## config.mk

```make
export PLATFORM = sky130hd
export DESIGN_NAME = dqmTop
export DESIGN_NICKNAME = d
export VERILOG_FILES = /design/src/verilog/dqmPkg.sv /design/src/verilog/dqmRegs.sv /design/src/verilog/bitSampler.sv /design/src/verilog/mseAverager.sv /design/src/verilog/mseLogConvert.sv /design/src/verilog/dqmTop.sv
export SDC_FILE = /design/constraint.sdc
export NUM_CORES = 2
export LEC_CHECK = 0
export BUFFER_PORTS_ARGS = -buffer_cell sky130_fd_sc_hd__buf_4
export CORE_UTILIZATION = 40
export CTS_CLUSTER_SIZE = 25
export DETAILED_ROUTE_END_ITERATION = 8
export GPL_ROUTABILITY_DRIVEN = 0
export GPL_TIMING_DRIVEN = 0
export SYNTH_ARGS = -nofsm -noshare
export SYNTH_HDL_FRONTEND = slang
export SYNTH_SLANG_ARGS = --single-unit
```

## constraint.sdc

```tcl
create_clock -name busClk -period 10.91 [get_ports busClk]
set_input_delay 2.182 -clock busClk [delete_from_list [all_inputs] [get_ports busClk]]
set_output_delay 2.182 -clock busClk [all_outputs]
set_load 0.05 [all_outputs]
```

## src/verilog/dqmPkg.sv

```systemverilog
package dqmPkg;

    // channel and datapath sizes.
    localparam int numSrc  = 4;
    localparam int sampleW = 16;
    localparam int mseW    = 32;

    // register map, byte addresses.
    localparam logic [12:0] addrMseControl  = 13'h0000;
    localparam logic [12:0] addrLog10Mse    = 13'h0004;
    localparam logic [12:0] addrClksPerBit  = 13'h0008;
    localparam logic [12:0] addrPayloadSize = 13'h000C;
    localparam logic [12:0] addrSrcSelect   = 13'h0010;

    // log2 to log10 scaling, 1233 / 4096 is about log10(2).
    localparam int log10Scale = 1233;
    localparam int log10Shift = 12;

    typedef struct packed {
        logic [12:0] addr;
        logic [31:0] dataIn;
        logic        cs;
        logic [3:0]  byteWr;
    } dqmBusReq;

    typedef struct packed {
        logic [15:0]        mseMean;
        logic [15:0]        mseAvgLength;
        logic signed [15:0] log10MseOffset;
        logic [13:0]        payloadSize;
        logic [15:0]        clksPerBit;
        logic [3:0]         sourceSelect;
    } dqmConfig;

    typedef struct packed {
        logic [15:0] mseAvgLength;
        logic [15:0] mseMean;
    } mseCtlWord;

    typedef struct packed {
        logic signed [15:0] log10MseOffset;
        logic signed [15:0] log10Mse;
    } logWord;

    // shared by the clksPerBit and payloadSize addresses.
    typedef struct packed {
        logic [1:0]  zero;
        logic [13:0] payloadSize;
        logic [15:0] clksPerBit;
    } rateWord;

    typedef union packed {
        mseCtlWord mseCtl;
        logWord    logView;
        rateWord   rateView;
    } dqmRegWord;

    // one mseW word per channel.
    typedef logic [numSrc-1:0][mseW-1:0] mseArray;

endpackage

```

## src/verilog/dqmRegs.sv

```systemverilog
`timescale 1ns/1ps

module dqmRegs (
    input  logic               busClk,
    input  logic               arstN,
    input  dqmPkg::dqmBusReq   busReq,
    input  logic signed [15:0] dqmValue,
    input  logic               dqmReady,
    output logic [31:0]        dataOut,
    output dqmPkg::dqmConfig   cfg
);
    import dqmPkg::*;

    dqmRegWord          wrWord;
    dqmRegWord          rdWord;
    logic signed [15:0] log10Mse;

    assign wrWord = busReq.dataIn;

    // byte lane writes.
    always_ff @(posedge busClk or negedge arstN) begin
        if (!arstN) begin
            cfg <= '0;
        end else if (busReq.cs) begin
            if (busReq.byteWr[0]) begin
                case (busReq.addr)
                    addrMseControl: cfg.mseMean[7:0] <= wrWord.mseCtl.mseMean[7:0];
                    addrClksPerBit: cfg.clksPerBit[7:0] <= wrWord.rateView.clksPerBit[7:0];
                    addrSrcSelect:  cfg.sourceSelect <= busReq.dataIn[3:0];
                    default: ;
                endcase
            end
            if (busReq.byteWr[1]) begin
                case (busReq.addr)
                    addrMseControl: cfg.mseMean[15:8] <= wrWord.mseCtl.mseMean[15:8];
                    addrClksPerBit: cfg.clksPerBit[15:8] <= wrWord.rateView.clksPerBit[15:8];
                    default: ;
                endcase
            end
            if (busReq.byteWr[2]) begin
                case (busReq.addr)
                    addrLog10Mse: begin
                        cfg.log10MseOffset[7:0] <= wrWord.logView.log10MseOffset[7:0];
                    end
                    addrMseControl: begin
                        cfg.mseAvgLength[7:0] <= wrWord.mseCtl.mseAvgLength[7:0];
                    end
                    addrPayloadSize: begin
                        cfg.payloadSize[7:0] <= wrWord.rateView.payloadSize[7:0];
                    end
                    default: ;
                endcase
            end
            if (busReq.byteWr[3]) begin
                case (busReq.addr)
                    addrLog10Mse: begin
                        cfg.log10MseOffset[15:8] <= wrWord.logView.log10MseOffset[15:8];
                    end
                    addrMseControl: begin
                        cfg.mseAvgLength[15:8] <= wrWord.mseCtl.mseAvgLength[15:8];
                    end
                    addrPayloadSize: begin
                        cfg.payloadSize[13:8] <= wrWord.rateView.payloadSize[13:8];
                    end
                    default: ;
                endcase
            end
        end
    end

    // last published quality value.
    always_ff @(posedge busClk or negedge arstN) begin
        if (!arstN) begin
            log10Mse <= '0;
        end else if (dqmReady) begin
            log10Mse <= dqmValue;
        end
    end

    always_comb begin
        rdWord = '0;
        case (busReq.addr)
            addrMseControl: begin
                rdWord.mseCtl.mseAvgLength = cfg.mseAvgLength;
                rdWord.mseCtl.mseMean      = cfg.mseMean;
            end
            addrLog10Mse: begin
                rdWord.logView.log10MseOffset = cfg.log10MseOffset;
                rdWord.logView.log10Mse       = log10Mse;
            end
            addrClksPerBit, addrPayloadSize: begin
                rdWord.rateView.payloadSize = cfg.payloadSize;
                rdWord.rateView.clksPerBit  = cfg.clksPerBit;
            end
            addrSrcSelect: rdWord = {28'd0, cfg.sourceSelect};
            default: ;
        endcase
    end

    assign dataOut = busReq.cs ? rdWord : 32'd0;

endmodule

```

## src/verilog/bitSampler.sv

```systemverilog
`timescale 1ns/1ps

module bitSampler (
    input  logic                                          busClk,
    input  logic                                          arstN,
    input  logic [15:0]                                   clksPerBit,
    input  logic [15:0]                                   mseMean,
    input  logic [dqmPkg::numSrc-1:0][dqmPkg::sampleW-1:0] sampleIn,
    output dqmPkg::mseArray                               sqErr,
    output logic                                          bitStrb
);
    import dqmPkg::*;

    logic [15:0] bitCnt;
    logic [15:0] lastCnt;
    logic [15:0] prevClksPerBit;
    logic        rateChange;
    logic        bitEnd;
    mseArray     sqErrNext;

    // |sample| - mean as a wrapped 17 bit value, squared and saturated.
    function automatic logic [mseW-1:0] squareErr(input logic [sampleW-1:0] sample,
                                                  input logic [15:0] mean);
        logic signed [sampleW:0]     sampleExt;
        logic [sampleW:0]            absSample;
        logic signed [sampleW:0]     err;
        logic signed [2*sampleW+1:0] square;
        sampleExt = {sample[sampleW-1], sample};
        absSample = sampleExt[sampleW] ? -sampleExt : sampleExt;
        err       = $signed(absSample - {1'b0, mean});
        square    = err * err;
        return (|square[2*sampleW+1:mseW]) ? '1 : square[mseW-1:0];
    endfunction

    always_comb begin
        for (int ch = 0; ch < numSrc; ch++) begin
            sqErrNext[ch] = squareErr(sampleIn[ch], mseMean);
        end
    end

    // zero counts as one clock per bit.
    assign lastCnt    = (clksPerBit == 16'd0) ? 16'd0 : clksPerBit - 16'd1;
    assign rateChange = (clksPerBit != prevClksPerBit);
    assign bitEnd     = !rateChange && (bitCnt >= lastCnt);

    always_ff @(posedge busClk or negedge arstN) begin
        if (!arstN) begin
            bitCnt         <= '0;
            prevClksPerBit <= '0;
            bitStrb        <= 1'b0;
        end else begin
            prevClksPerBit <= clksPerBit;
            bitStrb        <= bitEnd;
            if (rateChange || bitEnd) begin
                bitCnt <= '0;
            end else begin
                bitCnt <= bitCnt + 16'd1;
            end
        end
    end

    always_ff @(posedge busClk) begin
        if (bitEnd) begin
            sqErr <= sqErrNext;
        end
    end

endmodule

```

## src/verilog/mseAverager.sv

```systemverilog
`timescale 1ns/1ps

module mseAverager (
    input  logic                    busClk,
    input  logic                    arstN,
    input  logic [3:0]              avgShift,
    input  logic                    bitStrb,
    input  logic [dqmPkg::mseW-1:0] sqErr,
    output logic [dqmPkg::mseW-1:0] mseEst,
    output logic                    mseValid
);
    import dqmPkg::*;

    logic signed [mseW:0] delta;
    logic signed [mseW:0] step;
    logic [mseW-1:0]      estNext;

    // est += (x - est) >>> shift.
    assign delta = $signed({1'b0, sqErr}) - $signed({1'b0, mseEst});
    assign step  = delta >>> avgShift;

    // the true sum lies between est and x, so the low bits are exact.
    assign estNext = mseEst + step[mseW-1:0];

    always_ff @(posedge busClk or negedge arstN) begin
        if (!arstN) begin
            mseEst   <= '0;
            mseValid <= 1'b0;
        end else begin
            mseValid <= bitStrb;
            if (bitStrb) begin
                mseEst <= estNext;
            end
        end
    end

endmodule

```

## src/verilog/mseLogConvert.sv

```systemverilog
`timescale 1ns/1ps

module mseLogConvert (
    input  logic               busClk,
    input  logic               arstN,
    input  dqmPkg::mseArray    mseEst,
    input  logic               mseValid,
    input  logic [3:0]         sourceSelect,
    input  logic signed [15:0] log10MseOffset,
    input  logic [13:0]        payloadSize,
    output logic signed [15:0] dqmValue,
    output logic               dqmReady
);
    import dqmPkg::*;

    localparam int idxW = $clog2(mseW);
    localparam int selW = $clog2(numSrc);

    logic [mseW-1:0]    selEst;
    logic [idxW-1:0]    msbIdx;
    logic [mseW+7:0]    fracExt;
    logic [15:0]        log2Val;
    logic [31:0]        log10Prod;
    logic signed [15:0] logResult;
    logic [13:0]        bitCnt;
    logic               payloadEnd;

    // out of range selects read as zero.
    assign selEst = (sourceSelect < numSrc) ? mseEst[sourceSelect[selW-1:0]] : '0;

    // leading one position.
    always_comb begin
        msbIdx = '0;
        for (int i = 0; i < mseW; i++) begin
            if (selEst[i]) begin
                msbIdx = idxW'(i);
            end
        end
    end

    // eight bits below the leading one, zero filled under bit 0.
    assign fracExt = {selEst, 8'd0} >> msbIdx;

    // Q8.8 log2.
    assign log2Val = {(8 - idxW)'(0), msbIdx, fracExt[7:0]};

    assign log10Prod = log2Val * log10Scale;
    assign logResult = 16'(log10Prod >> log10Shift) + log10MseOffset;

    // sizes 0 and 1 both close the payload on every bit.
    assign payloadEnd = (bitCnt + 14'd1) >= payloadSize;

    always_ff @(posedge busClk or negedge arstN) begin
        if (!arstN) begin
            bitCnt   <= '0;
            dqmReady <= 1'b0;
            dqmValue <= '0;
        end else begin
            dqmReady <= mseValid && payloadEnd;
            if (mseValid) begin
                if (payloadEnd) begin
                    bitCnt   <= '0;
                    dqmValue <= logResult;
                end else begin
                    bitCnt <= bitCnt + 14'd1;
                end
            end
        end
    end

endmodule

```

## src/verilog/dqmTop.sv

```systemverilog
`timescale 1ns/1ps

module dqmTop (
    input  logic                                          busClk,
    input  logic                                          arstN,
    input  dqmPkg::dqmBusReq                              busReq,
    output logic [31:0]                                   dataOut,
    input  logic [dqmPkg::numSrc-1:0][dqmPkg::sampleW-1:0] sampleIn,
    output logic signed [15:0]                            dqmValue,
    output logic                                          dqmReady
);
    import dqmPkg::*;

    dqmConfig          cfg;
    mseArray           sqErr;
    mseArray           mseEst;
    logic              bitStrb;
    logic [numSrc-1:0] validVec;
    logic              mseValid;

    dqmRegs iRegs (
        .busClk   (busClk),
        .arstN    (arstN),
        .busReq   (busReq),
        .dqmValue (dqmValue),
        .dqmReady (dqmReady),
        .dataOut  (dataOut),
        .cfg      (cfg)
    );

    bitSampler iSampler (
        .busClk     (busClk),
        .arstN      (arstN),
        .clksPerBit (cfg.clksPerBit),
        .mseMean    (cfg.mseMean),
        .sampleIn   (sampleIn),
        .sqErr      (sqErr),
        .bitStrb    (bitStrb)
    );

    for (genvar ch = 0; ch < numSrc; ch++) begin : gAvg
        mseAverager iAvg (
            .busClk   (busClk),
            .arstN    (arstN),
            .avgShift (cfg.mseAvgLength[3:0]),
            .bitStrb  (bitStrb),
            .sqErr    (sqErr[ch]),
            .mseEst   (mseEst[ch]),
            .mseValid (validVec[ch])
        );
    end

    // all averagers step together.
    assign mseValid = validVec[0];

    mseLogConvert iConvert (
        .busClk         (busClk),
        .arstN          (arstN),
        .mseEst         (mseEst),
        .mseValid       (mseValid),
        .sourceSelect   (cfg.sourceSelect),
        .log10MseOffset (cfg.log10MseOffset),
        .payloadSize    (cfg.payloadSize),
        .dqmValue       (dqmValue),
        .dqmReady       (dqmReady)
    );

endmodule

```

==> reports/metrics.csv <==
stage,metric,value,unit
timing,setup_tns,-1.97,ns
worst_setup_path,arrival,11.38,ns
timing,hold_viol,0,
timing,rsz0062_at_grt,yes,
layout,fillCellCount,18800,
clock_tree,hold_buffers,0,
synth,ys.flop_type,dfrtp_1,
layout,areaGrowthSynthToFinish,14.9,%
route,route.detailed.drc,161,
floorplan,die_w,449,µm
route,dr.pass1.iters,9,
timing,holdWs,0.363,ns
floorplan,die_area,201000,µm²
run_status,status,"complete, but fails checks",
global_routing,track_usage,0.253,
clock_tree,clk_pin_slew,0.06,ns
synth,ys_seq_area_frac,0.140,
clock_tree,clock-sinks,419,
synth,synth-seq-cells,419,
worst_setup_path,crit_slowest_cell,fa_1,
worst_setup_path,r2r_start,iRegs.cfg[66],
worst_setup_path,required,11.29,ns
route,finalWirelength,260000,µm
floorplan,core_area,198000,µm²
layout,fin_cells,12100,
synth,netlist_instances,9001,
worst_setup_path,worstReg2RegEnd,iSampler.sqErr[0],
synth,synth_largest_area_cell,fa_1,
synth,synthArstFlopShare,0.695,
worst_setup_path,cp_common_cell,fa_1,
timing,fin_crit_sh,1.01,
route,num_vias,67000,
clock_tree,insertion_delay,0.67,ns
placement,hpwl,207000,µm
timing,maxSlewHeadroom,-0.0493,
timing,finalClockSkew,0.0443,ns
clock_tree,cts_tree,done,
timing,fin_ws,-0.0906,ns
worst_setup_path,crit_fanout,5,
floorplan,rows,163,
synth,syn_avg_cell_area,8.86,µm²
clock_tree,clock_path_buffers,3,
hold_path,hold_path.class,register to register,
timing,setup_viol,42,
route,final_antenna_net_count,0,
worst_setup_path,start_kind,input pin,
clock_tree,htreeDepth,2,
synth,yosysTopAreaCellShare,0.280,
flow_run,cap_violations,6,
worst_setup_path,worstRegToRegCells,47,
floorplan,pin_count,165,
global_routing,grt_pass1_vias,68000,
route,post_drt_wl_per_cell,21.4,µm
timing,drv_slew,33,
hold_path,hold_end,iSampler.prevClksPerBit[2],
placement,post-place-cells,11800,
synth,ys_warn_count,0,
route,via_per_inst,5.52,
timing,worst_pin_slew,1.57,ns
layout,stdcell_area,91600,µm²
layout,drive_above_1_share,0.136,
hold_path,hold_path.startpoint,iRegs.cfg[6],
clock_tree,cts_buffers,50,
timing,fmax,90.9,MHz
global_routing,grt_overflow_total,0,
worst_setup_path,crit_type,input pin to register,
worst_setup_path,cp_slowest_stage_delay,0.58,ns
route,drtIter0Drc,5653,
timing,period_needed,11.00,ns
clock_tree,root_buffer,clkbuf_16,
placement,place_area,85000,µm²
synth,mappedNetlistArea,79700,µm²
global_routing,grt_pass1_wl,394000,µm
synth,synth.area.top_cells,"fa_1, ha_1, dfrtp_1",
floorplan,start_util,0.404,
worst_setup_path,r2r_slack,0.24,ns
global_routing,grt_antenna_before_repair,25,
synth,yosysUniqueCellTypes,89,
global_routing,grt_max_degree,108,
worst_setup_path,crit_start,sampleIn[48],
floorplan,dieHeight,449,µm
hold_path,holdPathStages,0,
synth,synth_edf_count,128,
run_status,failed_checks,"DRC, capacitance limit, slew limit, setup timing",
synth,synth_common_cells,"inv_1, fa_1, nand2_1",
worst_setup_path,end_kind,register,
synth,syn_nets,11000,
synth,synthMostInstantiatedCell,inv_1,
placement,port_buffers,163,
layout,fin_nets,11500,
-- worst max path at each step --
stage | endpoint | depth (start not counted)
after floorplan | iSampler.sqErr[102] | 45
after global placement | iSampler.sqErr[80] | 42
after detailed placement | iSampler.sqErr[72] | 42
after CTS | iSampler.sqErr[109] | 47
after global routing | iSampler.sqErr[112] | 48
final | iSampler.sqErr[112] | 48
-- timing repair --
item                       in CTS  in global routing
pin swaps                     147                243
resized for setup             302                463
setup endpoints to repair     139                134
setup buffers                 114                102
gates cloned                    5                  5
-- per-layer routing --
layer	routed length, µm	vias to the layer above	global-route usage
met1	104000	33000	0.316
met2	115000	2922	0.395
met5	298	-	0
met4	15600	24	0.128
li1	-	30200	-
met3	25500	829	0.0762
-- stage by stage --
stage	setup slack, ns	utilization
after detailed placement	-2.28	0.430
after CTS	-0.113	0.451
after global placement	-2.02	0.429
final	-0.0906	0.464
after floorplan	-0.192	-
after global routing	-0.508	0.463
-- cells in the final DEF, fill, tap and decap left out, types with 37 or more instances in the layout --
cell type	instances
nand2_2	66
clkbuf_16	62
o21ai_2	41
a31oi_1	44
o21bai_1	49
and2_1	41
or3_1	38
ha_1	738
buf_1	37
nand2b_1	89
a21o_1	142
o21ai_0	378
a211oi_1	102
mux2_2	143
a21oi_2	43
inv_2	49
xor2_1	147
edfxtp_1	128
buf_4	348
clkbuf_1	166
o21a_1	47
nand3_1	104
nor2_1	706
a21oi_1	354
nor3_1	78
inv_1	1644
mux2i_1	270
nand2_1	734
and3_1	49
nor2b_1	57
nand2_4	37
xnor2_1	343
mux4_2	42
dfrtp_1	291
fa_1	1092
-- registers in the layout, indices dropped and copies added (netlist names), 14 cells and up --
signal and flops:
gAvg.iAvg.mseEst 128, iSampler.prevClksPerBit 16, iRegs.log10Mse 16, iConvert.bitCnt 14, iSampler.sqErr 128, iConvert.dqmValue 16
iRegs.cfg 82, iSampler.bitCnt 16
-- cell type report --
cell class	count	area, µm²	area share
diodes	19	47.5	0.000519
plain buffers	268	1560	0.0171
clock buffers	63	1360	0.0149
clock inverters	31	402	0.00438
inverters	1728	6610	0.0722
multi-input cells	6580	63800	0.696
flip-flops and latches	419	11100	0.121
well taps	2640	3300	0.0361
repair buffers	395	3420	0.0373
-- worst max-delay path, delay by kind of cell --
kind	cells	cell delay [ns]
simple gates	8	0.83
buf+inv	9	0.93
xor+xnor	1	0.21
fa+ha+maj	9	3.79
compound gates	21	3.40
-- cell families after synthesis --
| group | after synthesis | synth area share |
|---|---|---|
| DFF | 419 | 0.140 |
| and+or+nand+nor | 2168 | 0.118 |
| buffers and inverters | 2002 | 0.0946 |
| AOI/OAI and AO/OA | 1543 | 0.122 |
| xor gates and xnor gates | 516 | 0.0567 |
| adders and majority gates | 1893 | 0.402 |
| muxes | 460 | 0.0668 |
Power is not shown: default switching activity piles up to over one toggle a cycle in this logic, so the estimate is an artifact.
